[config.mk]
export PLATFORM = sky130hd
export DESIGN_NAME = led_periph_top
export DESIGN_NICKNAME = d
export VERILOG_FILES = /design/src/logic/sb_pkg.sv /design/src/logic/led_pkg.sv /design/src/logic/led_sb_ctrl.sv /design/src/logic/blink_timer.sv /design/src/logic/blink_fsm.sv /design/src/logic/led_periph_top.sv
export VERILOG_INCLUDE_DIRS = /design/src /design/src/logic
export SDC_FILE = /design/constraint.sdc
export NUM_CORES = 1
export LEC_CHECK = 0
export ABC_AREA = 1
export ABC_CLOCK_PERIOD_IN_PS = 1300
export BUFFER_PORTS_ARGS = -buffer_cell sky130_fd_sc_hd__buf_2
export CAP_MARGIN = 20
export CORE_MARGIN = 5
export CORE_UTILIZATION = 40
export DETAILED_ROUTE_END_ITERATION = 10
export PLACE_DENSITY_LB_ADDON = 0.1
export REMOVE_ABC_BUFFERS = 1
export SETUP_SLACK_MARGIN = 0.2
export SKIP_CTS_REPAIR_TIMING = 1
export SLEW_MARGIN = 15
export SYNTH_ARGS = -nofsm -noshare
export SYNTH_HDL_FRONTEND = slang
export SYNTH_SLANG_ARGS = --single-unit
[constraint.sdc]
create_clock -name clk_i -period 1.3 [get_ports clk_i]
set_input_delay 0.195 -clock clk_i [delete_from_list [all_inputs] [get_ports clk_i]]
set_output_delay 0.195 -clock clk_i [all_outputs]
set_load 0.02 [all_outputs]
[src/logic/led_settings.svh]
`ifndef LED_SETTINGS_SVH
`define LED_SETTINGS_SVH

// system bus geometry
// address and data share one width
`define SB_DATA_W 32

// LED bank
`define LED_COUNT 16

// blink half period in clock cycles
// a board build runs this at 10_000_000
// simulation keeps it short so a full blink period fits in a few dozen cycles
`define LED_BLINK_HALF 8

// register byte offsets of the peripheral
`define LED_VAL_ADDR  32'h0000_0000
`define LED_MODE_ADDR 32'h0000_0004
`define LED_RST_ADDR  32'h0000_0024

`endif

[src/logic/sb_pkg.sv]
`include "led_settings.svh"

package sb_pkg;

  // byte address on the system bus
  typedef logic [`SB_DATA_W-1:0] sb_addr_t;

  // write and read data words
  typedef logic [`SB_DATA_W-1:0] sb_data_t;

  // one single-cycle request from the core
  // req acts as valid and the peripheral is always ready
  typedef struct packed {
    logic     req;    // request strobe
    logic     we;     // 1 write, 0 read
    sb_addr_t addr;   // byte offset inside the peripheral
    sb_data_t wdata;  // only meaningful when we is set
  } sb_req_t;

endpackage

[src/logic/led_pkg.sv]
`include "led_settings.svh"

package led_pkg;

  // one bit per LED pin
  typedef logic [`LED_COUNT-1:0] led_vec_t;

  // register offsets seen from the bus
  localparam logic [`SB_DATA_W-1:0] LED_VAL_OFFSET  = `LED_VAL_ADDR;   // led value
  localparam logic [`SB_DATA_W-1:0] LED_MODE_OFFSET = `LED_MODE_ADDR;  // blink mode
  localparam logic [`SB_DATA_W-1:0] LED_RST_OFFSET  = `LED_RST_ADDR;   // soft reset trigger

  // blink phases
  typedef enum logic {
    BLINK_SHOW = 1'b0,  // pins follow the led value
    BLINK_DARK = 1'b1   // pins forced low
  } blink_state_e;

endpackage

[src/logic/led_sb_ctrl.sv]
`timescale 1ns/100ps

`include "led_settings.svh"

module led_sb_ctrl (
  input  logic              clk_i,
  input  logic              rst_i,
  input  sb_pkg::sb_req_t   sb_req_i,
  output sb_pkg::sb_data_t  read_data_o,
  output led_pkg::led_vec_t led_val_o,
  output logic              blink_en_o,
  output logic              soft_rst_o
);

  import sb_pkg::*;
  import led_pkg::*;

  logic     wr_access;
  logic     rd_access;
  logic     hit_val;
  logic     hit_mode;
  logic     hit_rst;
  logic     val_legal;
  logic     mode_legal;
  logic     rst_legal;
  logic     val_we;
  logic     mode_we;
  logic     rd_hit;
  led_vec_t led_val_q;
  logic     mode_q;
  sb_data_t rdata_d;
  sb_data_t rdata_q;

  // request qualifiers
  assign wr_access = sb_req_i.req && sb_req_i.we;
  assign rd_access = sb_req_i.req && !sb_req_i.we;

  // offset decode
  assign hit_val  = (sb_req_i.addr == LED_VAL_OFFSET);
  assign hit_mode = (sb_req_i.addr == LED_MODE_OFFSET);
  assign hit_rst  = (sb_req_i.addr == LED_RST_OFFSET);

  // legal write data per register
  assign val_legal  = (sb_req_i.wdata[`SB_DATA_W-1:`LED_COUNT] == '0);  // upper half must be 0
  assign mode_legal = (sb_req_i.wdata[`SB_DATA_W-1:1] == '0);           // only 0 or 1
  assign rst_legal  = (sb_req_i.wdata == sb_data_t'(1));

  // pulse in the cycle of the write itself
  assign soft_rst_o = wr_access && hit_rst && rst_legal;

  assign val_we  = wr_access && hit_val && val_legal;
  assign mode_we = wr_access && hit_mode && mode_legal;

  // LED value register
  always_ff @(posedge clk_i) begin
    if (rst_i || soft_rst_o) begin
      led_val_q <= '0;
    end else if (val_we) begin
      led_val_q <= sb_req_i.wdata[`LED_COUNT-1:0];
    end
  end

  // blink mode register
  always_ff @(posedge clk_i) begin
    if (rst_i || soft_rst_o) begin
      mode_q <= 1'b0;
    end else if (mode_we) begin
      mode_q <= sb_req_i.wdata[0];
    end
  end

  // only these two offsets are readable
  assign rd_hit = rd_access && (hit_val || hit_mode);

  always_comb begin
    rdata_d = rdata_q;  // hold by default
    if (rd_hit) begin
      if (hit_mode) begin
        rdata_d = {{(`SB_DATA_W-1){1'b0}}, mode_q};
      end else begin
        rdata_d = {{(`SB_DATA_W-`LED_COUNT){1'b0}}, led_val_q};
      end
    end
  end

  // read data lands one clock after the read
  always_ff @(posedge clk_i) begin
    if (rst_i || soft_rst_o) begin
      rdata_q <= '0;
    end else begin
      rdata_q <= rdata_d;
    end
  end

  assign read_data_o = rdata_q;
  assign led_val_o   = led_val_q;
  assign blink_en_o  = mode_q;

endmodule

[src/logic/blink_timer.sv]
`timescale 1ns/100ps

`include "led_settings.svh"

module blink_timer (
  input  logic clk_i,
  input  logic rst_i,
  input  logic blink_en_i,
  input  logic soft_rst_i,
  output logic half_tick_o
);

  // wide enough for LED_BLINK_HALF-1 and at least one bit
  localparam int unsigned CNT_W =
    ($clog2(`LED_BLINK_HALF) > 0) ? $clog2(`LED_BLINK_HALF) : 1;

  typedef logic [CNT_W-1:0] half_cnt_t;

  localparam half_cnt_t CNT_LAST = half_cnt_t'(`LED_BLINK_HALF - 1);

  half_cnt_t cnt_q;
  logic      cnt_at_last;

  assign cnt_at_last = (cnt_q == CNT_LAST);

  // one cycle at the end of every half period
  assign half_tick_o = blink_en_i && cnt_at_last;

  always_ff @(posedge clk_i) begin
    if (rst_i || soft_rst_i || !blink_en_i) begin
      cnt_q <= '0;  // parked at 0 while steady
    end else if (cnt_at_last) begin
      cnt_q <= '0;  // wrap
    end else begin
      cnt_q <= cnt_q + half_cnt_t'(1);
    end
  end

endmodule

[src/logic/blink_fsm.sv]
`timescale 1ns/100ps

module blink_fsm (
  input  logic              clk_i,
  input  logic              rst_i,
  input  logic              blink_en_i,
  input  logic              soft_rst_i,
  input  logic              half_tick_i,
  input  led_pkg::led_vec_t led_val_i,
  output led_pkg::led_vec_t led_o
);

  import led_pkg::*;

  blink_state_e state_q;
  blink_state_e state_d;

  // next state
  always_comb begin
    state_d = state_q;
    if (!blink_en_i) begin
      state_d = BLINK_SHOW;  // steady mode
    end else if (half_tick_i) begin
      case (state_q)
        BLINK_SHOW: state_d = BLINK_DARK;
        BLINK_DARK: state_d = BLINK_SHOW;
        default:    state_d = BLINK_SHOW;
      endcase
    end
  end

  always_ff @(posedge clk_i) begin
    if (rst_i || soft_rst_i) begin
      state_q <= BLINK_SHOW;
    end else begin
      state_q <= state_d;
    end
  end

  // pin drive follows the current phase
  always_comb begin
    case (state_q)
      BLINK_SHOW: led_o = led_val_i;
      BLINK_DARK: led_o = '0;
      default:    led_o = '0;
    endcase
  end

endmodule

[src/logic/led_periph_top.sv]
`timescale 1ns/100ps

module led_periph_top (
  input  logic              clk_i,
  input  logic              rst_i,
  input  sb_pkg::sb_req_t   sb_req_i,
  output sb_pkg::sb_data_t  read_data_o,
  output led_pkg::led_vec_t led_o
);

  import led_pkg::*;

  led_vec_t led_val;
  logic     blink_en;
  logic     soft_rst;
  logic     half_tick;

  // bus side registers
  led_sb_ctrl u_ctrl (
    .clk_i       (clk_i),
    .rst_i       (rst_i),
    .sb_req_i    (sb_req_i),
    .read_data_o (read_data_o),
    .led_val_o   (led_val),
    .blink_en_o  (blink_en),
    .soft_rst_o  (soft_rst)
  );

  // half period counter
  blink_timer u_timer (
    .clk_i       (clk_i),
    .rst_i       (rst_i),
    .blink_en_i  (blink_en),
    .soft_rst_i  (soft_rst),
    .half_tick_o (half_tick)
  );

  // show/dark phase and pin drive
  blink_fsm u_fsm (
    .clk_i       (clk_i),
    .rst_i       (rst_i),
    .blink_en_i  (blink_en),
    .soft_rst_i  (soft_rst),
    .half_tick_i (half_tick),
    .led_val_i   (led_val),
    .led_o       (led_o)
  );

endmodule

==> results.md <==
- Worst path cell trace: buf_12 -> nor2_4 -> buf_6
- Ant diodes: 0
- Crit path required time: 1.11 ns
- Nets: 538
- HP Class: primary input to register
- Endpoints failing setup: 0
- Area of the multi-input gates: 0.00160 sq mm
- Final WS setup: 0.0548 ns
- Clock Skew: 0.00447 ns
- GPL Wtd Cong: 0.816
- Crit-path max FO: 5
- Synth-to-Final Area Change: 84.9%
- Status: finished, final reports clean
- Pins Over Slew Limit: 0
- Met2 Usage GRT: 30.0%
- CP delay by family, top: flip-flops
- Post-DP HPWL: 4.72 mm
- Hold Slack: 0.155 ns
- Clock root buffer: clkbuf_8
- Die area: 0.00689 sq mm
- Clock Sinks: 37
- Maxcap violations: 0
- Period minus WS final: 1.25 ns
- Largest stage delay on the critical path: 0.38 ns
- Leak pwr: 1.81 nW
- FILL cells: 394
- Total grt overflow: 0
- Met3 usage: 4.75%
- CP Buf/Inv Count: 2
- Pwr dens: 701 mW/mm^2
- Worst Path Arrival: 1.05 ns
- Register area share after synthesis: 34.8%
- Non-Filler Instances: 539
- Mapped Avg Cell Area: 6.56 sq um
- Yosys cell types: 27
- Overall routed net length: 7.87 mm
- Placed Cells: 517
- Critical Path End Type: primary output
- Routing usage on met1: 20.9%
- Share of cells above drive strength 1: 55.9%
- Vias in the first global route: 2287
- Routed wire length per instance: 14.6 um
- Row cnt: 26
- Final hold viol count: 0
- Slowest-stage cell, CP: dfxtp_4
- Startpoint types: register
- Largest net degree at the start of global routing: 33
- Post-route ant nets: 0
- Worst vdd ir: 557 uV
- Utilization after layout: 76.6%
- Die Ht: 83.0 um
- Initial core utilization: 41.5%
- First-pass GRT wire length: 10.1 mm
- Synth Cell Area: 0.00213 sq mm
- Setup TNS: 0 ns
- Synth Instances: 325
- Fmax achieved: 0.803 GHz
- RSZ-0062 raised after global routing: true
- Synth Register Bits: 37
- Initial antenna violation count: 0
- Clk pin slew, worst setup/hold paths: 0.08 ns
- Core area: 0.00514 sq mm
- Sequential cell area: 744 sq um
- Port Buffer Count: 99
- Clock latency on the worst-skew pair: 0.29 ns
- Max clock buf depth: 2
- Gr usage total: 17.2%
- Total CTS buffers: 5
- DR vias/cell: 4.81
- Detailed Routing Iterations Pass 1: 4
- IO Pins: 116
- Syn. warnings: 0
- Setup CP Type: register to primary output
- Initial drt markers: 83
- Most used routing layer: met2
- Die Wd: 83.0 um
- Period utilisation layout: 95.8%
- Drt drc: 0
- CTS tree: done
- Setup WS pre-CTS: -0.234 ns
- Total number of vias: 2590
- H-tree depth: 2
-- cell usage in the layout, fill, tap and decap left out, types with 2 or more instances in the layout --
| cell | synthesis | routed |
|---|---|---|
| buf_2 | 3 | 71 |
| nor2_1 | 83 | 46 |
| nand2_1 | 64 | 41 |
| dfxtp_1 | 37 | 36 |
| buf_6 | 3 | 35 |
| inv_1 | 35 | 33 |
| buf_4 | 19 | 30 |
| nor2_4 | 1 | 27 |
| nor2_2 | 6 | 17 |
| nand2_2 | 1 | 16 |
| nand4_1 | 16 | 16 |
| conb_1 | 1 | 16 |
| a21oi_2 | 0 | 10 |
| o21ai_2 | 0 | 10 |
| nand2_4 | 1 | 8 |
| a21oi_1 | 17 | 7 |
| buf_12 | 0 | 6 |
| nand3_1 | 6 | 5 |
| o21ai_4 | 0 | 5 |
| clkbuf_8 | 0 | 5 |
| clkbuf_16 | 0 | 4 |
| buf_8 | 0 | 3 |
| or2_4 | 0 | 2 |
| nand3_4 | 1 | 2 |
| o21ai_1 | 16 | 2 |
| ha_1 | 2 | 2 |
| bufinv_16 | 0 | 2 |
-- stage by stage --
stage	area [sq um]	total power, W
floorplan	1980	0.00127
global placement	2860	0.00146
detailed placement	2860	0.00146
CTS	3000	0.00267
global route	3940	0.00285
finish	3940	0.00276
-- worst register-to-register path, delay by kind of cell, from the launching register on --
kind	cells	cell delay, ns
fa+ha+maj	2	0.41
flops	1	0.33
simple gates	2	0.27
buf+inv	1	0.06
-- metal layers --
metal	vias up	share of wire, %
met4	0	2.4
met1	1192	38
met3	17	7.4
met5	-	0
li1	1271	-
met2	110	52
-- sequential cells by signal, summed over array words and instances, names as in the netlist --
name,cells
u_fsm.state_q,1
u_ctrl.read_data_o,16
u_ctrl.blink_en_o,1
u_timer.cnt_q,3
u_ctrl.led_val_o,16
-- report_power, final --
| part | switching [W] | internal (W) |
|---|---|---|
| Combinational | 0.000215 | 0.000197 |
| Sequential | 0.00000000000000468 | 0.00113 |
| Clock | 0.000445 | 0.000773 |
| Total | 0.000661 | 0.00210 |
-- layout make-up --
cell class	count	share of cell area, %
Multi-Input combinational cell	240	40.5
Timing Repair Buffer	149	31.5
Sequential cell	37	18.9
Inverter	35	3.40
Tap cell	70	2.22
Clock buffer	5	1.75
Clock inverter	3	1.75
-- cell usage after synthesis --
master / n / area share [%]
nand3_1: 6 / 1.4
nor2_2: 6 / 1.8
a21oi_1: 17 / 4.0
nor4_4: 1 / 1.0
dfxtp_1: 37 / 35
ha_1: 2 / 1.2
nor3_1: 2 / 0.47
nor2_1: 83 / 15
nor4_2: 1 / 0.59
nand2_4: 1 / 0.53
or2_2: 2 / 0.59
conb_1: 1 / 0.18
o21ai_0: 1 / 0.23
nand2_2: 1 / 0.29
nand3_4: 1 / 0.82
and2_0: 1 / 0.29
nand4_1: 16 / 4.7
buf_2: 3 / 0.70
xnor2_1: 1 / 0.41
nor2_8: 1 / 0.94
nand2_1: 64 / 11
nor2_4: 1 / 0.53
inv_1: 35 / 6.2
clkbuf_1: 3 / 0.53
buf_6: 3 / 1.6
buf_4: 19 / 6.7
o21ai_1: 16 / 3.8
-- cell families (layout without fill, tap and decap cells) --
kind of cell	Yosys count	after routing	share of synthesized area, %
buf+inv	63	192	15.7
compound gates	34	34	7.99
fa+ha+maj	2	2	1.17
xor+xnor	1	1	0.411
flops	37	37	34.8
other cells	1	16	0.176
simple gates	187	187	39.8
-- path summary, 6_finish.rpt --
kind,start,end,slack [ns],cells after the start
max,u_fsm.state_q,led_o[15],0.05,3
min,sb_req_i[13],u_ctrl.led_val_o[13],0.16,3
max reg2reg,u_timer.cnt_q[0],u_timer.cnt_q[0],0.18,5
min reg2reg,u_timer.cnt_q[0],u_timer.cnt_q[0],0.44,1
(Power assumes the default switching activity.)
